==> src/demux_pkg.sv <==
package demux_pkg;

   // number of consumer channels behind the demultiplexer
   localparam int NUM_CH = 4;

   // width of one payload word
   localparam int DATA_W = 16;

   // the tag has to name every channel, and a single channel still gets one bit
   localparam int TAG_W = (NUM_CH > 1) ? $clog2(NUM_CH) : 1;

   // channel number as carried on the input stream and inside the store
   typedef logic [TAG_W-1:0] tag_t;

   // one payload word
   typedef logic [DATA_W-1:0] data_t;

   // a beat on the multiplexed input stream
   // the tag selects the channel that the data is delivered on
   typedef struct packed
   {
      tag_t  tag;
      data_t data;
   } in_beat_t;

endpackage

==> src/chan_tracker.sv <==
`timescale 1ns/1ns

module chan_tracker
   #(parameter int ELS = 8,
     localparam int PTR_W = (ELS > 1) ? $clog2(ELS) : 1)
   (input  logic                                         clk_i,
    input  logic                                         arst_n_i,
    input  logic                                         in_valid_i,
    input  demux_pkg::in_beat_t                          in_beat_i,
    output logic                                         in_yumi_o,
    input  logic [demux_pkg::NUM_CH-1:0]                 deq_i,
    output logic [demux_pkg::NUM_CH-1:0]                 empty_o,
    output logic                                         wr_en_o,
    output logic [demux_pkg::TAG_W+PTR_W-1:0]            wr_addr_o,
    output demux_pkg::data_t                             wr_data_o,
    output logic [demux_pkg::NUM_CH-1:0][PTR_W-1:0]      rd_ptr_o);

   import demux_pkg::*;

   // one write pointer and one read pointer per channel region of the shared RAM
   logic [NUM_CH-1:0][PTR_W-1:0] wptr_r;
   logic [NUM_CH-1:0][PTR_W-1:0] rptr_r;
   // records whether the last change of the channel was an enqueue
   // equal pointers then mean full, otherwise empty
   logic [NUM_CH-1:0]            last_enq_r;
   logic [NUM_CH-1:0]            full;
   logic [NUM_CH-1:0]            enq;

   // pointers wrap at the end of the channel region, also for ELS not a power of two
   function automatic logic [PTR_W-1:0] ptr_next(input logic [PTR_W-1:0] ptr);
      if (ptr == PTR_W'(ELS - 1))
         return '0;
      return ptr + 1'b1;
   endfunction

   always_comb
   begin
      for (int i = 0; i < NUM_CH; i++)
      begin
         full[i]    = (wptr_r[i] == rptr_r[i]) & last_enq_r[i];
         empty_o[i] = (wptr_r[i] == rptr_r[i]) & ~last_enq_r[i];
      end
   end

   // a beat is taken only when its own channel has room
   // a full channel does not block the others beyond this one cycle
   assign in_yumi_o = in_valid_i & ~full[in_beat_i.tag];
   assign enq       = in_yumi_o ? (NUM_CH'(1) << in_beat_i.tag) : '0;

   // the tag selects the channel region and the write pointer the slot in it
   assign wr_en_o   = in_yumi_o;
   assign wr_addr_o = {in_beat_i.tag, wptr_r[in_beat_i.tag]};
   assign wr_data_o = in_beat_i.data;
   assign rd_ptr_o  = rptr_r;

   always_ff @(posedge clk_i or negedge arst_n_i)
   begin
      if (!arst_n_i)
      begin
         wptr_r     <= '0;
         rptr_r     <= '0;
         last_enq_r <= '0;
      end
      else
      begin
         for (int i = 0; i < NUM_CH; i++)
         begin
            if (enq[i])
               wptr_r[i] <= ptr_next(wptr_r[i]);
            if (deq_i[i])
               rptr_r[i] <= ptr_next(rptr_r[i]);
            // simultaneous enqueue and dequeue leave the occupancy unchanged
            if (enq[i] != deq_i[i])
               last_enq_r[i] <= enq[i];
         end
      end
   end

endmodule

==> config.mk <==
export PLATFORM = sky130hd
export DESIGN_NAME = chan_tracker
export DESIGN_NICKNAME = d
export VERILOG_FILES = /design/src/demux_pkg.sv /design/src/chan_tracker.sv
export SDC_FILE = /design/constraint.sdc
export NUM_CORES = 1
export LEC_CHECK = 0
export BUFFER_PORTS_ARGS = -buffer_cell sky130_fd_sc_hd__buf_2
export CAP_MARGIN = 20
export CORE_MARGIN = 2
export CORE_UTILIZATION = 47
export CTS_BUF_LIST = sky130_fd_sc_hd__clkbuf_4
export DETAILED_ROUTE_END_ITERATION = 8
export PLACE_DENSITY = 0.79
export SLEW_MARGIN = 20
export SYNTH_ARGS = -nofsm -noshare
export SYNTH_HDL_FRONTEND = slang
export SYNTH_SLANG_ARGS = --single-unit
==> constraint.sdc <==
create_clock -name clk_i -period 1.56 [get_ports clk_i]
set_input_delay 0.234 -clock clk_i [delete_from_list [all_inputs] [get_ports clk_i]]
set_output_delay 0.234 -clock clk_i [all_outputs]
set_load 0.02 [all_outputs]
==> results of run 1 <==
-- worst max-delay path, cell delays in order, from the launching register on --
cell and delay, ns:
dfrtp_1 0.45, xor2_2 0.22, nor4_1 0.10, a21o_1 0.19, nor4bb_4 0.29, buf_4 0.18
-- registers in the layout (all words and copies together) (netlist names) --
name / count
last_enq_r: 4
wptr_r: 12
rd_ptr_o: 12
-- synth_stat cells, types with 2 or more instances --
cell type  number  share of area (%)
nand3b_1        5                2.1
nor2b_1         3                1.0
mux2_2         17                 11
o21ai_0         6                1.7
buf_2           2               0.55
a21oi_2         4                1.9
nor2_1          8                1.7
dfrtp_1        28                 39
mux4_2          2                2.5
ha_1           16                 11
mux2_1          3                1.9
xor2_1         12                5.8
buf_4          19                7.8
nor4_1          5                1.7
nor3_2          3                1.7
nand3_1         2               0.55
o2bb2ai_1       4                1.9
inv_1           3               0.62
-- per-stage QoR --
stage          utilization [%]  instances  setup TNS [ns]  setup WS (ns)
2_1_floorplan                -        153          -0.456         -0.228
3_3_place_gp              60.3        242         -0.0310        -0.0158
3_5_place_dp              60.3        242         -0.0823        -0.0418
4_1_cts                   65.4        254           -2.56         -0.438
5_1_grt                   69.1        258           -3.92         -0.567
6_report                  69.1        258           -3.00         -0.475
-- power groups by stage --
stage          combinational [mW]  sequential, mW  clock, mW
2_1_floorplan                1.54            1.70          0
3_3_place_gp                 2.83            1.41          0
3_5_place_dp                 3.04            1.44          0
4_1_cts                      3.47            1.41      0.506
5_1_grt                      4.28            1.46      0.545
6_report                     3.96            1.42      0.499
-- how the worst min path moves through the flow --
stage / start / endpoint / slack (ns) / cells after the start
global placement: arst_n_i / rd_ptr_o[2]$_DFFE_PN0P_ / 0.28 / 1
floorplan: arst_n_i / last_enq_r[0]$_DFFE_PN0P_ / -0.06 / 0
finish: deq_i[0] / last_enq_r[0]$_DFFE_PN0P_ / 0.11 / 2
detailed placement: arst_n_i / rd_ptr_o[2]$_DFFE_PN0P_ / 0.30 / 1
CTS: deq_i[0] / last_enq_r[0]$_DFFE_PN0P_ / 0.11 / 2
global route: deq_i[0] / last_enq_r[0]$_DFFE_PN0P_ / 0.1 / 2
-- routing by layer --
layer / vias to the layer above / global-route usage (%)
met5: - / 0
met1: 703 / 25.8
met4: 0 / 9.44
met2: 35 / 38.6
met3: 13 / 3.41
li1: 639 / -
-- timing repair --
action | in CTS | in global routing
gates resized for setup | 20 | 22
pin swaps | 7 | 14
endpoints found under the setup margin | 12 | 19
hold buffers | 1 | 0
hold endpoints to repair | 28 | 0
setup buffers | 7 | 7
-- cell families after synthesis --
| kind of cell | share of synthesized area, % |
|---|---|
| XOR/XNOR | 5.78 |
| buffers and inverters | 9.02 |
| adder cells (fa/ha/maj) | 11.0 |
| AO/OA/AOI/OAI | 6.26 |
| flip-flops | 38.5 |
| multiplexers | 16.9 |
| AND/OR/NAND/NOR | 12.5 |
-- final cells by class --
class                   instances  share of cell area (%)
repair buffers                 74                    21.7
clock buffers                   3                   0.884
well taps                      48                    2.36
multi-input cells             101                    45.5
flip-flops and latches         28                    27.9
clock inverters                 1                    1.18
inverters                       3                   0.442
==> flow_metrics.tcl, run 1 <==
set metrics [dict create \
    power_density_nw_per_um2 2310 \
    tritoncts "built" \
    ant_nets 0 \
    drv_slew 0 \
    power_frac_comb_pct 67.3 \
    timing.final.hold_violations 0 \
    clkTransAtPathRegs_ns 0.16 \
    syn-num-nets 194 \
    drt_iter0_drc 40 \
    r2r_setup_slack_ns -0.05 \
    fin_ws_ns -0.475 \
    crit_required_ns 1.33 \
    insertion_delay_ns 0.36 \
    syn_area_per_cell_sq_um 11.9 \
    routabilityCongestion 0.790 \
    overflow 0 \
    setup_viol 13 \
    whs_ns 0.109 \
    die_w_um 66.2 \
    internal-power_mw 3.41 \
    fin_crit_sh_pct 130 \
    groute.usage.overall_pct 21.7 \
    final_common_cell "buf_4" \
    cap_violations 0 \
    arrival_ns 1.80 \
    wl_met2_um 2360 \
    post_dp_cell_area_sq_um 2220 \
    met1_length_um 1740 \
    vias 1390 \
    synth_ff_type "dfrtp_1" \
    status "finished, violations left" \
    p_leak_nw 1.18 \
    start_kind "flip-flop" \
    grt_pass1_vias 1532 \
    row_count 22 \
    drive_above_1_share_pct 64.8 \
    yosys_warnings 0 \
    start_util_pct 49.3 \
    power_frac_clock_pct 8.5 \
    power.switching_mw 2.47 \
    netlist_instances 153 \
    port-buffer-count 31 \
    finClkSkew_ns 0.00819 \
    holdCritPathClass "in -> reg" \
    diodes 0 \
    seq_power_share_pct 24.2 \
    r2r_cells 6 \
    dieArea_sq_um 4380 \
    critPathMaxFanout 2 \
    via_per_inst 5.39 \
    grt_pass1_wl_um 7110 \
    crit_start "wptr_r[5]$_DFFE_PN0P_" \
    firstDrtPassIters 3 \
    die_y_um 66.2 \
    hpwlAfterDp_um 3100 \
    antenna_found_initial 0 \
    cp-end-kind "output pin" \
    p_sw_share_pct 41.9 \
    timing.rr.end "wptr_r[4]$_DFFE_PN0P_" \
    synth_seq_area_share_pct 38.5 \
    crit_type "reg -> out" \
    cts_num_sinks 28 \
    wl_met3_um 138 \
    worstSetupEndpoint "in_yumi_o" \
    cts_buffers 3 \
    failed_checks "setup timing" \
    avgRoutedWirePerCell_um 16.9 \
    rsz0062_at_grt "yes" \
    multi_input_area_sq_um 1160 \
    tightest_slew_ns 0.656 \
    synthArstFlopShare_pct 100 \
    ctsRootBufferMaster "clkbuf_4" \
    ios 64 \
    finalPower_mw 5.88 \
    drt-total-wl_um 4370 \
    max_freq_mhz 491 \
    synthToLayoutAreaGrowth_pct 40.2 \
    yosys.cell_types.count 29 \
    relSlewSlack_pct 56.3 \
    fin_nets 252 \
    htree_num_levels 1 \
    clockBufferDepth 2 \
    netlist_area_sq_um 1820 \
    ys_seq_elements 28 \
    top_layer "met4" \
    nFillCells 252 \
    grt_max_degree 29 \
    irDropWorstVdd_mv 1.22 \
    ff_latch_area_sq_um 712 \
    synth_edf_count 0 \
    layout_common_cells "buf_4, buf_2, dfrtp_1" \
    design_area_sq_um 2550 \
    coreArea_sq_um 3690 \
    timing.rr.start "wptr_r[5]$_DFFE_PN0P_" \
    route.detailed.drc 0 \
    min_period_ns 2.04 \
]
(Power assumes the default switching activity.)
==> run 2, diff against run 1 <==
--- a/config.mk
+++ b/config.mk
@@ -5,13 +5,13 @@
 export SDC_FILE = /design/constraint.sdc
 export NUM_CORES = 1
 export LEC_CHECK = 0
-export BUFFER_PORTS_ARGS = -buffer_cell sky130_fd_sc_hd__buf_2
 export CAP_MARGIN = 20
 export CORE_MARGIN = 2
-export CORE_UTILIZATION = 47
+export CORE_UTILIZATION = 55
 export CTS_BUF_LIST = sky130_fd_sc_hd__clkbuf_4
 export DETAILED_ROUTE_END_ITERATION = 8
-export PLACE_DENSITY = 0.79
+export DONT_BUFFER_PORTS = 1
+export PLACE_DENSITY = 0.73
 export SLEW_MARGIN = 20
 export SYNTH_ARGS = -nofsm -noshare
 export SYNTH_HDL_FRONTEND = slang
==> flow_metrics.tcl, run 2 (synthesis results as in run 1) <==
set metrics [dict create \
    arrival_ns 1.79 \
    internal-power_mw 3.02 \
    insertion_delay_ns 0.33 \
    irDropWorstVdd_mv 1.22 \
    ctsRootBufferMaster "clkbuf_4" \
    ant_nets 0 \
    groute.usage.overall_pct 22.1 \
    finClkSkew_ns 0.00826 \
    power_frac_comb_pct 66.6 \
    met1_length_um 1660 \
    crit_type "reg -> out" \
    max_stage_delay_ns 0.45 \
    routabilityCongestion 0.799 \
    pre_cts_slack_ns -0.0635 \
    fin_nets 227 \
    p_sw_share_pct 42.9 \
    start_kind "flip-flop" \
    cts_buffers 3 \
    synthToLayoutAreaGrowth_pct 31.2 \
    dieArea_sq_um 3780 \
    wl_met3_um 280 \
    vias 1269 \
    port-buffer-count 0 \
    rsz0062_at_grt "yes" \
    overflow 0 \
    clkTransAtPathRegs_ns 0.14 \
    htree_num_levels 1 \
    instances_no_fill 229 \
    tritoncts "built" \
    path_cells "xor2_2 > nor3_2 > a21o_1 > nor4bb_4 > buf_6" \
    timing.rr.start "rd_ptr_o[4]$_DFFE_PN0P_" \
    critPathBufInv 1 \
    antenna_found_initial 0 \
    whs_path_depth 2 \
    r2r_cells 6 \
    drt_iter0_drc 58 \
    drt-total-wl_um 4220 \
    via_per_inst 5.54 \
    avgRoutedWirePerCell_um 18.4 \
    grt_max_degree 29 \
    status "finished, violations left" \
    firstDrtPassIters 4 \
    grt_pass1_wl_um 5930 \
    cp_num_cells 5 \
    clockBufferDepth 2 \
    holdCritPathClass "in -> reg" \
    diodes 0 \
    route.detailed.drc 0 \
    start_util_pct 58.6 \
    max_freq_mhz 495 \
    min_period_ns 2.02 \
    nFillCells 194 \
    failed_checks "setup timing" \
    die_w_um 61.5 \
    whs_ns 0.0293 \
    layout_common_cells "buf_4, dfrtp_1, mux2_2, ha_1" \
    p_leak_nw 1.06 \
    cap_violations 0 \
    crit_family "flip-flops" \
    timing.final.hold_violations 0 \
    relSlewSlack_pct 77.1 \
    row_count 20 \
    die_y_um 61.5 \
    power.switching_mw 2.27 \
    setup_viol 12 \
    hpwlAfterDp_um 2980 \
    wl_met2_um 2260 \
    tightest_slew_ns 0.341 \
    critPathMaxFanout 3 \
    fin_crit_sh_pct 130 \
    power_frac_clock_pct 6.2 \
    finalPower_mw 5.28 \
    crit_required_ns 1.33 \
    drv_slew 0 \
    coreArea_sq_um 3100 \
    power_density_nw_per_um2 2210 \
    seq_power_share_pct 27.2 \
    slowest_stage "dfrtp_1" \
    top_layer "met4" \
    fin_util_pct 76.9 \
    cts_num_sinks 28 \
    drive_above_1_share_pct 56.2 \
    grt_pass1_vias 1318 \
    fin_ws_ns -0.462 \
    crit_start "wptr_r[11]$_DFFE_PN0P_" \
    final_common_cell "buf_4" \
    cp-end-kind "output pin" \
    ios 64 \
    min-delay-start "deq_i[2]" \
    dp_cells 212 \
]
[run 2: power by group through the flow]
stage / registers [mW] / logic (mW) / clock network (mW)
2_1_floorplan: 1.70 / 1.54 / 0
3_3_place_gp: 1.41 / 2.73 / 0
3_5_place_dp: 1.43 / 2.86 / 0
4_1_cts: 1.42 / 3.11 / 0.343
5_1_grt: 1.47 / 3.85 / 0.364
6_report: 1.43 / 3.52 / 0.327
[run 2: final timing paths]
check | endpoint | slack [ns]
min in group asynchronous | last_enq_r[3]$_DFFE_PN0P_ | 0.33
max reg2reg | wptr_r[4]$_DFFE_PN0P_ | -0.01
min | rd_ptr_o[7]$_DFFE_PN0P_ | 0.03
max in group asynchronous | rd_ptr_o[6]$_DFFE_PN0P_ | 1.06
max | wr_en_o | -0.46
min reg2reg | last_enq_r[2]$_DFFE_PN0P_ | 0.64
[run 2: layout make-up]
cell class / instances / area, sq um / area share, %
Timing Repair Buffer: 49 / 438 / 18.4
Sequential cell: 28 / 712 / 29.9
Tap cell: 44 / 55.1 / 2.31
Multi-Input combinational cell: 101 / 1140 / 47.7
Inverter: 3 / 11.3 / 0.472
Clock buffer: 4 / 30.0 / 1.26
[run 2: stage by stage]
stage | TNS [ns] | area (sq um)
detailed placement | -0.127 | 2100
global route | -3.37 | 2380
global placement | -0.0524 | 2100
CTS | -2.26 | 2270
finish | -2.47 | 2380
floorplan | -0.456 | 1930
[run 2: repair_timing]
| action | CTS | global route |
|---|---|---|
| hold endpoints to repair | 36 | 0 |
| hold buffers | 6 | 0 |
| cloned | 0 | 0 |
| pin swaps | 6 | 8 |
| setup buffers | 4 | 8 |
| endpoints found under the setup margin | 9 | 19 |
| gates resized for setup | 12 | 17 |
[run 2: layer usage]
layer  global-route usage (%)  up-vias
met1                     26.6      636
met3                     4.41        2
met2                     38.0       41
met4                     10.0        0
met5                        0        -
li1                         -      590
==> run 3, diff against run 2 <==
==> constraint.sdc (replaced) <==
create_clock -name clk_i -period 1.56 [get_ports clk_i]
set_input_delay 0.078 -clock clk_i [delete_from_list [all_inputs] [get_ports clk_i]]
set_output_delay 0.078 -clock clk_i [all_outputs]
set_load 0.02 [all_outputs]
==> flow_metrics.tcl, run 3 (synthesis results as in run 1) <==
set metrics [dict create \
    critPathMaxFanout 3 \
    finClkSkew_ns 0.00471 \
    tightest_slew_ns 0.383 \
    drive_above_1_share_pct 52.2 \
    clockBufferDepth 2 \
    fin_crit_sh_pct 119 \
    coreArea_sq_um 3100 \
    grt_pass1_vias 1322 \
    tritoncts "built" \
    htree_num_levels 1 \
    layout_common_cells "buf_4, mux2_2, ha_1" \
    min_period_ns 1.85 \
    use_met3_pct 3.78 \
    ios 64 \
    via_per_inst 5.71 \
    timing.final.hold_violations 0 \
    use_met2_pct 46.0 \
    pre_cts_slack_ns 0.0600 \
    cp-end-kind "output pin" \
    ant_nets 0 \
    min-delay-start "in_valid_i" \
    antenna_found_initial 0 \
    start_util_pct 58.6 \
    rsz0062_at_grt "yes" \
    hpwlAfterDp_um 2920 \
    insertion_delay_ns 0.34 \
    fin_ws_ns -0.293 \
    arrival_ns 1.77 \
    cts_num_sinks 28 \
    grt_pass1_wl_um 6410 \
    avgRoutedWirePerCell_um 18.9 \
    crit_start "wptr_r[3]$_DFFE_PN0P_" \
    ctsRootBufferMaster "clkbuf_4" \
    cts_buffers 3 \
    fin_nets 224 \
    groute.usage.overall_pct 24.2 \
    start_kind "flip-flop" \
    diodes 0 \
    cap_violations 0 \
    routabilityCongestion 0.779 \
    dieArea_sq_um 3780 \
    vias 1290 \
    relSlewSlack_pct 74.2 \
    die_w_um 61.5 \
    irDropWorstVdd_mv 1.14 \
    crit_type "reg -> out" \
    timing.rr.start "rd_ptr_o[5]$_DFFE_PN0P_" \
    drt_iter0_drc 46 \
    synthToLayoutAreaGrowth_pct 25.6 \
    route.detailed.drc 0 \
    status "finished, violations left" \
    drt-total-wl_um 4260 \
    crit_required_ns 1.48 \
    holdCritPathClass "in -> reg" \
    instances_no_fill 226 \
    grt_max_degree 29 \
    busiest_layer "met2" \
    power_density_nw_per_um2 2080 \
    die_y_um 61.5 \
    drv_slew 0 \
    clkTransAtPathRegs_ns 0.15 \
    p_leak_nw 1.01 \
    firstDrtPassIters 4 \
    overflow 0 \
    failed_checks "setup timing" \
    final_common_cell "buf_4" \
    max_freq_mhz 540 \
    row_count 20 \
    port-buffer-count 0 \
    dp_cells 198 \
    met1_usage_pct 26.4 \
    setup_viol 10 \
]
-- run 3: changes by cell type in the layout (fill, tap and decap cells not counted), moves of 2 or more --
cell	change
buf_4	-5
dlygate4sd3_1	+5
buf_6	-4
dfrtp_1	-4
dfrtp_2	+4
mux2_4	-4
a21oi_2	+3
a21oi_4	-3
mux2_2	+3
ha_1	+2
ha_4	-2
-- run 3: stage by stage --
stage	area (sq um)	hold WS (ns)	power, mW	util, %	setup TNS (ns)
floorplan	1930	-0.218	3.24	-	-0.0716
global placement	2000	-0.217	3.85	64.3	0
detailed placement	2000	-0.217	3.99	64.3	0
CTS	2210	0.00602	4.55	71.3	-0.829
global route	2280	0.0821	5.12	73.6	-1.84
finish	2280	0.0768	4.75	73.6	-1.03
-- run 3: path summary, 6_finish.rpt --
kind,endpoint,slack (ns),cells past startpoint
setup / recovery,wr_en_o,-0.29,5
hold / removal,last_enq_r[3]$_DFFE_PN0P_,0.08,3
setup reg to reg,wptr_r[5]$_DFFE_PN0P_,-0.02,5
hold reg to reg,last_enq_r[3]$_DFFE_PN0P_,0.57,1
max in group asynchronous,wptr_r[1]$_DFFE_PN0P_,1.22,2
min in group asynchronous,rd_ptr_o[8]$_DFFE_PN0P_,0.16,2
-- run 3: cell type report --
cell class	instances	area (sq um)
fillers	231	820
clock inverters	1	3.75
flip-flops and latches	28	717
repair buffers	46	418
multi-input cells	101	1060
clock buffers	3	22.5
well taps	44	55.1
inverters	3	11.3
-- run 3: power by group --
group / total (mW) / internal (mW) / leakage [nW] / switching, mW
sequential: 1.47 / 1.08 / 0.326 / 0.392
clock: 0.319 / 0.0944 / 0.0154 / 0.224
combinational: 2.96 / 1.48 / 0.672 / 1.48
-- run 3: per-layer routing --
layer	share of wire, %	vias up
met1	36	635
li1	-	582
met2	53	65
met3	8.8	8
met5	0	-
met4	1.9	0
-- run 3: worst max-delay path, stage by stage, from the launching register on --
cell and delay [ns]:
dfrtp_1 0.44, xor2_2 0.25, nor4_1 0.08, a21o_1 0.19, nor4bb_4 0.30, buf_6 0.18
-- run 3: repair_timing --
item                                    in CTS  in global routing
endpoints found under the setup margin       8                 14
cloned                                       0                  0
setup buffers                                9                  6
pin swaps                                    1                  1
hold buffers                                11                  1
hold endpoints to repair                    44                  1
gates resized for setup                      7                  9
