<file path="config.mk">
export PLATFORM = sky130hd
export DESIGN_NAME = shared_ram
export DESIGN_NICKNAME = d
export VERILOG_FILES = /design/src/demux_pkg.sv /design/src/store_pkg.sv /design/src/shared_ram.sv
export SDC_FILE = /design/constraint.sdc
export NUM_CORES = 1
export LEC_CHECK = 0
export BUFFER_PORTS_ARGS = -buffer_cell sky130_fd_sc_hd__buf_2
export CAP_MARGIN = 30
export CORE_MARGIN = 2
export CORE_UTILIZATION = 37
export DETAILED_ROUTE_END_ITERATION = 8
export GPL_ROUTABILITY_DRIVEN = 0
export HOLD_SLACK_MARGIN = 0.03
export SYNTH_ARGS = -nofsm -noshare
export SYNTH_HDL_FRONTEND = slang
export SYNTH_SLANG_ARGS = --single-unit
</file>
<file path="constraint.sdc">
create_clock -name clk_i -period 1.1 [get_ports clk_i]
set_input_delay 0.22 -clock clk_i [delete_from_list [all_inputs] [get_ports clk_i]]
set_output_delay 0.22 -clock clk_i [all_outputs]
set_load 0.05 [all_outputs]
</file>
<file path="src/demux_pkg.sv">
package demux_pkg;

   // number of consumer channels behind the demultiplexer
   localparam int NUM_CH = 4;

   // width of one payload word
   localparam int DATA_W = 16;

   // the tag has to name every channel, and a single channel still gets one bit
   localparam int TAG_W = (NUM_CH > 1) ? $clog2(NUM_CH) : 1;

   // channel number as carried on the input stream and inside the store
   typedef logic [TAG_W-1:0] tag_t;

   // one payload word
   typedef logic [DATA_W-1:0] data_t;

   // a beat on the multiplexed input stream
   // the tag selects the channel that the data is delivered on
   typedef struct packed
   {
      tag_t  tag;
      data_t data;
   } in_beat_t;

endpackage

</file>
<file path="src/store_pkg.sv">
package store_pkg;

   // read grant from the arbiter for the current cycle
   // only one channel is read from the shared RAM per cycle
   typedef struct packed
   {
      logic            valid;
      demux_pkg::tag_t tag;
   } rd_req_t;

   // read response one cycle after the grant
   // the tag travels with the read so the data can be steered
   // into the small FIFO of its channel
   typedef struct packed
   {
      logic             valid;
      demux_pkg::tag_t  tag;
      demux_pkg::data_t data;
   } rd_resp_t;

endpackage

</file>
<file path="src/shared_ram.sv">
`timescale 1ns/1ns

module shared_ram
   #(parameter int ELS = 8,
     localparam int PTR_W = (ELS > 1) ? $clog2(ELS) : 1,
     localparam int ADDR_W = demux_pkg::TAG_W + PTR_W)
   (input  logic                 clk_i,
    input  logic                 arst_n_i,
    input  logic                 wr_en_i,
    input  logic [ADDR_W-1:0]    wr_addr_i,
    input  demux_pkg::data_t     wr_data_i,
    input  store_pkg::rd_req_t   rd_req_i,
    input  logic [ADDR_W-1:0]    rd_addr_i,
    output store_pkg::rd_resp_t  rd_resp_o);

   import demux_pkg::*;

   // every channel owns a region of 2**PTR_W words, which is ELS for power of two
   localparam int DEPTH = NUM_CH << PTR_W;

   data_t mem [DEPTH];
   logic  resp_valid_r;
   tag_t  resp_tag_r;
   data_t resp_data_r;

   // one write port and one read port
   // a channel is read only while non-empty, so both never touch the same slot
   always_ff @(posedge clk_i)
   begin
      if (wr_en_i)
         mem[wr_addr_i] <= wr_data_i;
      if (rd_req_i.valid)
         resp_data_r <= mem[rd_addr_i];
      resp_tag_r <= rd_req_i.tag;
   end

   always_ff @(posedge clk_i or negedge arst_n_i)
   begin
      if (!arst_n_i)
         resp_valid_r <= 1'b0;
      else
         resp_valid_r <= rd_req_i.valid;
   end

   assign rd_resp_o.valid = resp_valid_r;
   assign rd_resp_o.tag   = resp_tag_r;
   assign rd_resp_o.data  = resp_data_r;

endmodule

</file>
==> reports/results.ini, run 1 <==
[synth]
synthTopCellsByArea = edfxtp_1 (76%), mux2i_1 (12%), a22oi_1 (2.3%)
synth_commonest_cells = edfxtp_1 (528), mux2i_1 (256), a22oi_1 (64)
synth_warnings = 0
ys_seq_area_share_pct = 76.7
synth_fp_nets = 1179
synth_area_per_cell_um2 = 18.1
synth_cell_types = 27
ys_ff_latch = 531
synth_async_sr_flop_share_pct = 0.188
synth_top_area_share_pct = 76.3
syn-cell-area_um2 = 20800
syn_inst = 1147
synth-main-ff-cell = edfxtp_1
synth_edf_count = 528
post-synth-top-count-cell = edfxtp_1
yosysTopAreaCell = edfxtp_1

[hold_path]
worst_hold_path_type = input port to flip-flop
min_from = wr_data_i[6]

[clock_tree]
cts_made_buffers = 53
clock_sinks = 531
htreeDepth = 2
clk_pin_slew_ps = 60
post-cts-setup-buffers = 0
cts_root_buf = clkbuf_16
cts_max_path_buffers = 3
cts_tree = yes
clkLatencyLatePin_ps = 600

[floorplanning]
die-area_um2 = 58000
fp.dieH_um = 241
ios = 51
dieWidth_um = 241
coreArea_um2 = 55300
start_util_pct = 37.6
fp-row-count = 86

[grt]
grt_pass1_vias = 11214
antenna_found_initial = 3
gr-total-overflow = 0
grt_max_degree = 33
grt_pass1_wl_um = 74200
grt_util_all_layers_pct = 17.8

[sta]
finalMaxSlewViolations = 0
fmax_ghz = 0.652
setup_violations = 35
layout_setup_ws_ps = -433
fin_worst_skew_ps = 14.9
tightestPinTransition_ps = 797
grt_setup_unrepaired = true
final.min_clock_period_ps = 1530
fin_crit_sh_pct = 139
hold_viol_final = 0
slew_headroom_pct = 46.9

[worst_setup_path]
ff2ff_setup_slack_ps = -390
crit_required_ps = 880
crit_start = resp_data_r[15]
cp_slowest_cell = edfxtp_1
cp_max_fo = 1
max_stage_delay_ps = 510
arrival_ps = 1310
rr_startpoint = mem[6][3]
startpoint_type = flip-flop
path_cells = buf_6
end_kind = primary output
cpLargestDelayFamily = flip-flops
crit_type = flip-flop to primary output
crit_buf_inv = 1

[placement]
port_buffers = 50
place_ws_ps = -974
placedCellCount = 2033
hpwlAfterDp_um = 30900

[job]
max_cap_violations = 0

[drt]
routed_via_density = 5.27
routed_wl_um = 50900
drc = 0
ant_nets = 0
dr.first_iter.drc_count = 928
post_drt_wl_per_cell_um = 24.0
vias = 11164
dr.pass1.iters = 5

[status]
status = finished with violations
violations = negative setup slack

[finish]
final-seq-area_um2 = 15900
multiInputGateArea_um2 = 4790
area_delta_synth_final_pct = 22.8
layout.nets = 1361
drive_above_1_share_pct = 24.7
fillers = 4771
final_cells = 2117

[power_and_ir_drop]
p_leak_nw = 8.89
p_per_area_nw_per_um2 = 1670
finalPower_w = 0.0426
ir_drop_v = 0.00154

-- layer usage --
layer	vias up	routed length (µm)	share of wire [%]	global-route usage (%)
li1	4968	-	-	-
met1	5758	22600	44	25.2
met2	369	23400	46	27.8
met3	67	3830	7.5	3.77
met4	2	1040	2.1	4.92
met5	-	10	0.020	0
-- worst paths after layout --
kind | end | depth (start not counted)
hold reg to reg | resp_data_r[0] | 4
min in group asynchronous | resp_valid_r | 3
setup reg to reg | resp_data_r[3] | 6
hold / removal | mem[19][6] | 1
setup / recovery | rd_resp_o[15] | 1
max in group asynchronous | resp_valid_r | 3
-- power by group --
group | switching [W] | internal [W] | leakage (nW) | total (W)
clock network | 0.00726 | 0.00954 | 0.769 | 0.0168
registers | 0.000111 | 0.0226 | 4.80 | 0.0227
logic | 0.00191 | 0.00117 | 3.32 | 0.00308
total | 0.00928 | 0.0333 | 8.89 | 0.0426
-- state kept, by name, summed over array words and instances (netlist names) --
| signal | count |
|---|---|
| resp_tag_r | 2 |
| resp_valid_r | 1 |
| resp_data_r | 16 |
| mem | 512 |
-- per-stage QoR --
stage	instance area (µm²)	hold WS (ps)	utilization [%]	TNS, ps
2_1_floorplan	21000	-75.6	-	-178940
6_report	25500	190	46.1	-10490
5_1_grt	25500	213	46.1	-12440
3_3_place_gp	23600	-5.76	42.6	-222890
4_1_cts	25500	152	46.1	-11150
3_5_place_dp	23600	-1.99	42.6	-232520
-- timing repair --
action                     in CTS  in global routing
hold endpoints to repair       18                  0
hold buffers                    5                  0
pin swaps                      29                 21
setup endpoints to repair      35                 35
resized for setup              80                  6
-- cell type report --
type,instances,area share (%)
sequential,531,62.4
multi-input combinational,548,18.8
timing repair buffer,195,8.84
clock buffer,70,5.62
tap,748,3.67
clock inverter,23,0.618
antenna,2,0.0196
-- cell families (layout without fill, tap and decap cells) --
| family | after synthesis | after routing | share of synthesized area, % |
|---|---|---|---|
| flops | 531 | 531 | 76.7 |
| mux | 256 | 256 | 12.3 |
| simple gates | 148 | 148 | 3.45 |
| compound gates | 144 | 144 | 4.92 |
| buf+inv | 68 | 288 | 2.64 |
| other cells | 0 | 2 | 0 |
-- cells in the final DEF (no fill, tap or decap), types with 5 or more instances in the layout --
| cell | Yosys | routed |
|---|---|---|
| a21oi_1 | 32 | 32 |
| a22oi_1 | 64 | 64 |
| nand4_1 | 16 | 16 |
| mux2i_1 | 256 | 256 |
| a31oi_1 | 16 | 9 |
| clkbuf_1 | 12 | 15 |
| buf_4 | 20 | 78 |
| buf_6 | 6 | 18 |
| clkinv_2 | 0 | 5 |
| nor2_2 | 0 | 13 |
| nor3_2 | 0 | 13 |
| buf_12 | 5 | 61 |
| edfxtp_1 | 528 | 528 |
| nand3b_1 | 5 | 5 |
| a31oi_4 | 0 | 7 |
| dlygate4sd3_1 | 0 | 5 |
| nand2_1 | 33 | 32 |
| a22o_1 | 32 | 32 |
| nand3_2 | 0 | 16 |
| nand3_1 | 34 | 17 |
| buf_2 | 19 | 30 |
| clkinv_1 | 0 | 13 |
| nor2_4 | 1 | 21 |
| clkbuf_16 | 0 | 55 |
Note: power is estimated with default switching activity, not from simulation.
==> inputs of run 2 (changes only) <==
Settings changed: CTS_BUF_LIST from default to sky130_fd_sc_hd__clkbuf_2 sky130_fd_sc_hd__clkbuf_4 sky130_fd_sc_hd__clkbuf_8, GPL_ROUTABILITY_DRIVEN 0 to default.
==> run 2 against run 1 <==
The flow still finishes with violations (negative setup slack). Maximum frequency is 3.3% lower. Power is 2.1% lower. Non-clock buffer count is 1 higher. Combinational power hardly changed. Global-route usage is 0.26 points higher. Die area stayed put. Critical path depth stayed put. Routed wire length is 0.87% higher. Sequential share of layout area hardly changed. Clock power is 5% lower. Highest routed layer unchanged.
==> reports/results.ini, run 2 (same netlist as run 1, synthesis figures left out) <==
[status]
status = finished with violations
violations = negative setup slack

[finish]
drive_above_1_share_pct = 27.6  ; +3.0 points
largest_reg_flops = 512  ; unchanged
fillers = 4769  ; -0.042%
final_cells = 2178  ; +2.9%
max_flop_register = mem
final_common_cell = edfxtp_1
reg.largest.list = mem: 512 flops, resp_data_r: 16 flops, resp_tag_r: 2 flops
final_cell_mix = edfxtp_1 (528), mux2i_1 (256), clkbuf_8 (85), buf_4 (79), a22oi_1 (64)
fin_util_pct = 46.1  ; about the same
layout.nets = 1393  ; +2.4%
area_delta_synth_final_pct = 22.8  ; about the same

[worst_setup_path]
rr_startpoint = mem[0][14]
ff2ff_setup_slack_ps = -410  ; -20 ps
crit_buf_inv = 1  ; unchanged
cpLargestDelayFamily = flip-flops
max_stage_delay_ps = 500  ; about the same
r2r_cells = 6  ; unchanged
arrival_ps = 1370  ; +60 ps
cp_slowest_cell = edfxtp_1
cp_max_fo = 1  ; unchanged
crit_required_ps = 880  ; about the same
end_kind = primary output
crit_start = resp_data_r[15]
startpoint_type = flip-flop
timing.rr.end = resp_data_r[14]
path_cells = buf_6
crit_type = flip-flop to primary output

[drt]
routed_wl_um = 51300  ; +0.87%
ant_nets = 0  ; unchanged
routed_via_density = 5.14  ; -2.5%
dr.first_iter.drc_count = 985  ; +6.1%
vias = 11199  ; +0.31%
dr_wl_met3_um = 3770  ; -1.6%
drc = 0  ; unchanged
top_layer_used = met5
post_drt_wl_per_cell_um = 23.6  ; -2.0%
dr.pass1.iters = 5  ; unchanged
route.met2.wl_um = 23500  ; +0.67%
drt-met1-wl_um = 23100  ; +2.2%

[clock_tree]
clock_sinks = 531  ; unchanged
clk_pin_slew_ps = 60  ; about the same
cts_root_buf = clkbuf_8
cts_tree = yes
cts_max_path_buffers = 3  ; unchanged
clkLatencyLatePin_ps = 660  ; +60 ps
htreeDepth = 3  ; +1
cts_made_buffers = 84  ; +58%

[floorplanning]
fp.dieH_um = 241  ; unchanged
ios = 51  ; unchanged
die-area_um2 = 58000  ; unchanged
fp-row-count = 86  ; unchanged
coreArea_um2 = 55300  ; unchanged
start_util_pct = 37.6  ; unchanged
dieWidth_um = 241  ; unchanged

[placement]
port_buffers = 50  ; unchanged
hpwlAfterDp_um = 30900  ; unchanged
place_ws_ps = -974  ; unchanged
placedCellCount = 2033  ; unchanged
gp_congestion = 0.805

[power_and_ir_drop]
p_per_area_nw_per_um2 = 1630  ; -2.1%
p_leak_nw = 8.93  ; +0.49%
finalPower_w = 0.0417  ; -2.1%
ir_drop_v = 0.00119  ; -22%

[sta]
grt_setup_unrepaired = true
holdWs_ps = 130  ; -59.6 ps
fin_worst_skew_ps = 22.6  ; +7.66 ps
setup_violations = 35  ; unchanged
hold_viol_final = 0  ; unchanged
final.min_clock_period_ps = 1590  ; +52.1 ps
finalMaxSlewViolations = 0  ; unchanged
fmax_ghz = 0.631  ; -3.3%
tightestPinTransition_ps = 800  ; +2.46 ps
layout_setup_ws_ps = -485  ; -52.1 ps
fin_crit_sh_pct = 144  ; +4.7 points
slew_headroom_pct = 46.7  ; -0.16 points

[hold_path]
hold_path_depth = 1  ; unchanged
hold_end = mem[16][6]
min_from = wr_data_i[6]
worst_hold_path_type = input port to flip-flop

[grt]
grt_pass1_vias = 11418  ; +1.8%
grt_util_all_layers_pct = 18.0  ; +0.26 points
grt_max_degree = 33  ; unchanged
antenna_found_initial = 3  ; unchanged
gr-total-overflow = 0  ; unchanged
grt_pass1_wl_um = 75000  ; +1.1%

[job]
max_cap_violations = 0  ; unchanged

==> run 2: cell types whose count changed in the layout (fill, tap and decap cells not counted), moves of 5 or more <==
cell,before,now
clkbuf_8,0,85
clkbuf_16,55,0
clkinvlp_4,2,7
clkbuf_1,15,0
clkinv_1,13,30
clkbuf_4,0,20
==> run 2: per-stage QoR <==
step           setup TNS (ps)  area (µm²)
2_1_floorplan         -178940       21000
3_3_place_gp          -222890       23600
3_5_place_dp          -232520       23600
4_1_cts                -12690       25500
5_1_grt                -14000       25500
6_report               -11710       25500
==> run 2: final cells by class <==
class	instances	area (µm²)	area share (%)
flip-flops and latches	531	15900	62.4
clock buffers	105	1320	5.18
repair buffers	196	2260	8.87
well taps	748	936	3.67
clock inverters	46	260	1.02
diodes	4	10.0	0.0392
multi-input cells	548	4790	18.8
==> run 2: per-layer routing <==
metal  vias up  track usage (%)
met5         -                0
met4         2             4.45
met3        78             4.39
met2       373             28.0
met1      5696             25.5
li1       5050                -
==> run 2: worst max path at each step <==
stage                      to  slack, ps  depth (start not counted)
2_1_floorplan      mem[14][0]       -510                          2
3_3_place_gp   resp_data_r[0]       -890                          9
3_5_place_dp   resp_data_r[0]       -970                          9
4_1_cts         rd_resp_o[15]       -540                          1
5_1_grt         rd_resp_o[15]       -550                          1
6_report        rd_resp_o[15]       -490                          1
==> run 2: power breakdown <==
part / total [W] / internal (W) / switching [W] / leakage [nW]
Clock: 0.0159 / 0.00834 / 0.00756 / 0.807
Combinational: 0.00309 / 0.00118 / 0.00191 / 3.33
Sequential: 0.0227 / 0.0226 / 0.000109 / 4.80
==> run 2: repair_timing <==
action	4_1_cts	5_1_grt
hold endpoints to repair	20	0
cloned	0	0
resized for setup	80	7
endpoints found under the setup margin	35	35
pin swaps	28	18
buffers inserted	0	0
hold buffers	5	0
==> inputs of run 3 (changes only) <==
Settings changed: CELL_PAD_IN_SITES_DETAIL_PLACEMENT from default to 0, CELL_PAD_IN_SITES_GLOBAL_PLACEMENT from default to 2, PLACE_DENSITY_LB_ADDON from default to 0.1.
Clock period 1.1 ns to 1.9 ns, I/O delays scaled along.
==> run 3 against run 2 <==
The run now ends clean. Final area is 1.3% lower. Clock-buffer cell count is 29 higher. Sequential share of layout area is 0.82 points higher. Via count is 1.4% lower. Worst hold slack better by 96 ps. Core utilization is 0.60 points lower. Flip-flop and latch count stayed put. Die area stayed put. Final cell count is 0.18% higher. Critical endpoint is now rd_resp_o[6]. Highest routed layer unchanged.
==> reports/results.ini, run 3 (same netlist as run 1, synthesis figures left out) <==
[status]
status = finished, final reports clean

[power_and_ir_drop]
pwr-share-clk_pct = 40.0  ; +1.9 points
p_seq_share_pct = 53.4  ; -1.0 points
p_sw_w = 0.00546  ; -43%
intPower_w = 0.0191  ; -40%
ir_drop_v = 0.000540  ; -55%
switching_share_pct = 22.2  ; -0.77 points
p_per_area_nw_per_um2 = 977  ; -40%
p_comb_share_pct = 6.6  ; -0.8 points
p_leak_nw = 8.94  ; about the same

[sta]
fmax_ghz = 0.551
fin_worst_skew_ps = 20.6  ; -1.95 ps
setup_violations = 0  ; -100%
grt_setup_unrepaired = false
finalMaxSlewViolations = 0  ; unchanged
tightestPinTransition_ps = 709  ; -90.7 ps
final.min_clock_period_ps = 1810
layout_setup_ws_ps = 85.8  ; +571 ps
hold_viol_final = 0  ; unchanged
slew_headroom_pct = 52.7  ; +6.0 points
finalSetupTns_ps = 0  ; +11710 ps
fin_crit_sh_pct = 95.5

[clock_tree]
cts_made_buffers = 90  ; +7.1%
cts_tree = yes
htreeDepth = 3  ; unchanged
cts_root_buf = clkbuf_8
cts_max_path_buffers = 3  ; unchanged
clkLatencyLatePin_ps = 650  ; about the same
clk_pin_slew_ps = 60  ; about the same
cts_resized = 0  ; -100%
post-cts-setup-buffers = 0  ; unchanged
clock_sinks = 531  ; unchanged

[finish]
final_common_cell = edfxtp_1
layout.nets = 1398  ; +0.36%
area_delta_synth_final_pct = 21.2
final_cell_mix = edfxtp_1 (528), mux2i_1 (256), clkbuf_8 (99), buf_4 (75), buf_12 (66)
max_flop_register = mem
drive_above_1_share_pct = 25.9  ; -1.7 points
reg.largest.list = mem: 512 flops, resp_data_r: 16 flops, resp_tag_r: 2 flops
largest_reg_flops = 512  ; unchanged

[floorplanning]
coreArea_um2 = 55300  ; unchanged
fp-row-count = 86  ; unchanged
die-area_um2 = 58000  ; unchanged
start_util_pct = 37.6  ; unchanged
fp.dieH_um = 241  ; unchanged
dieWidth_um = 241  ; unchanged
ios = 51  ; unchanged

[hold_path]
worst_hold_path_type = input port to flip-flop
min_from = rd_req_i[2]
hold_path_depth = 1  ; unchanged
hold_end = resp_valid_r

[worst_setup_path]
arrival_ps = 1430  ; +60 ps
cpLargestDelayFamily = flip-flops
startpoint_type = flip-flop
end_kind = primary output
cp_max_fo = 1  ; unchanged
ff2ff_setup_slack_ps = 310  ; +720 ps
crit_buf_inv = 1  ; unchanged
timing.rr.end = resp_data_r[2]
path_cells = buf_2
rr_startpoint = mem[1][2]
cp_slowest_cell = edfxtp_1
max_stage_delay_ps = 470  ; -30 ps
crit_type = flip-flop to primary output
r2r_cells = 6  ; unchanged
crit_required_ps = 1520  ; +640 ps

[drt]
vias = 11037  ; -1.4%
ant_nets = 0  ; unchanged
routed_via_density = 5.06  ; -1.6%
post_drt_wl_per_cell_um = 24.2  ; +2.5%
dr.pass1.iters = 5  ; unchanged
drc = 0  ; unchanged
dr.first_iter.drc_count = 764  ; -22%
routed_wl_um = 52700  ; +2.7%

[grt]
antenna_found_initial = 4  ; +1
grt_util_met1_pct = 25.2  ; -0.33 points
gr-total-overflow = 0  ; unchanged
grt_pass1_vias = 11373  ; -0.39%
grt_max_degree = 33  ; unchanged
grt_pass1_wl_um = 76900  ; +2.5%
grtUsageMet2_pct = 30.6  ; +2.6 points
grt_use_met3_pct = 3.89  ; -0.50 points
busiest_layer = met2
grt_util_all_layers_pct = 18.7  ; +0.70 points

[placement]
place_ws_ps = -351  ; +623 ps
gp_congestion = 0.769  ; -4.5%
port_buffers = 50  ; unchanged
hpwlAfterDp_um = 32300  ; +4.5%

[job]
max_cap_violations = 0  ; unchanged

## run 3: cell types whose count changed in the layout (fill, tap and decap cells not counted), moves of 15 or more
cell,before,now
nand3_1,19,34
nor2_4,21,1
buf_2,30,49
nor2_2,13,32
buf_6,18,0
clkbuf_4,20,35
nor3_1,0,16
## run 3: worst max-delay path by stage
stage | from | depth (start not counted) | to | slack [ps]
after floorplan | wr_addr_i[1] | 3 | mem[12][0] | -220
after global placement | rd_addr_i[0] | 9 | resp_data_r[2] | -350
after detailed placement | rd_addr_i[0] | 9 | resp_data_r[2] | -350
after CTS | resp_data_r[6] | 1 | rd_resp_o[6] | 20
after global routing | resp_data_r[6] | 1 | rd_resp_o[6] | 10
final | resp_data_r[6] | 1 | rd_resp_o[6] | 90
## run 3: metal layers
metal / wire (µm) / vias up
met5: 42 / -
met4: 1210 / 6
li1: - / 5040
met2: 25500 / 216
met3: 2080 / 91
met1: 23900 / 5684
## run 3: layout make-up
type	count	area, µm²
fillers	4924	30100
diodes	1	2.50
clock buffers	134	1630
flip-flops and latches	531	15900
repair buffers	195	2180
clock inverters	25	105
well taps	748	936
multi-input cells	548	4400
## run 3: power by group through the flow
stage | sequential (W) | combinational [W] | clock, W
CTS | 0.0131 | 0.00167 | 0.0101
finish | 0.0131 | 0.00163 | 0.00983
global route | 0.0131 | 0.00176 | 0.0106
floorplan | 0.0135 | 0.000736 | 0
detailed placement | 0.0134 | 0.00166 | 0
global placement | 0.0134 | 0.00165 | 0
## run 3: timing repair
| item | in CTS | in global routing |
|---|---|---|
| endpoints found under the hold margin | 3 | 0 |
| hold buffers | 4 | 0 |
| setup endpoints to repair | 0 | 0 |
## run 3: stage by stage
stage                     total power (W)  instance area, µm²  util [%]  cells  hold WS (ps)
final                              0.0246               25200      45.5   2182           227
after global routing               0.0255               25200      45.5   2182           191
after CTS                          0.0249               25200      45.5   2181           142
after detailed placement           0.0150               23400      42.3   2018           156
after global placement             0.0150               23400      42.3   2018           154
after floorplan                    0.0142               20800         -   1147          84.4
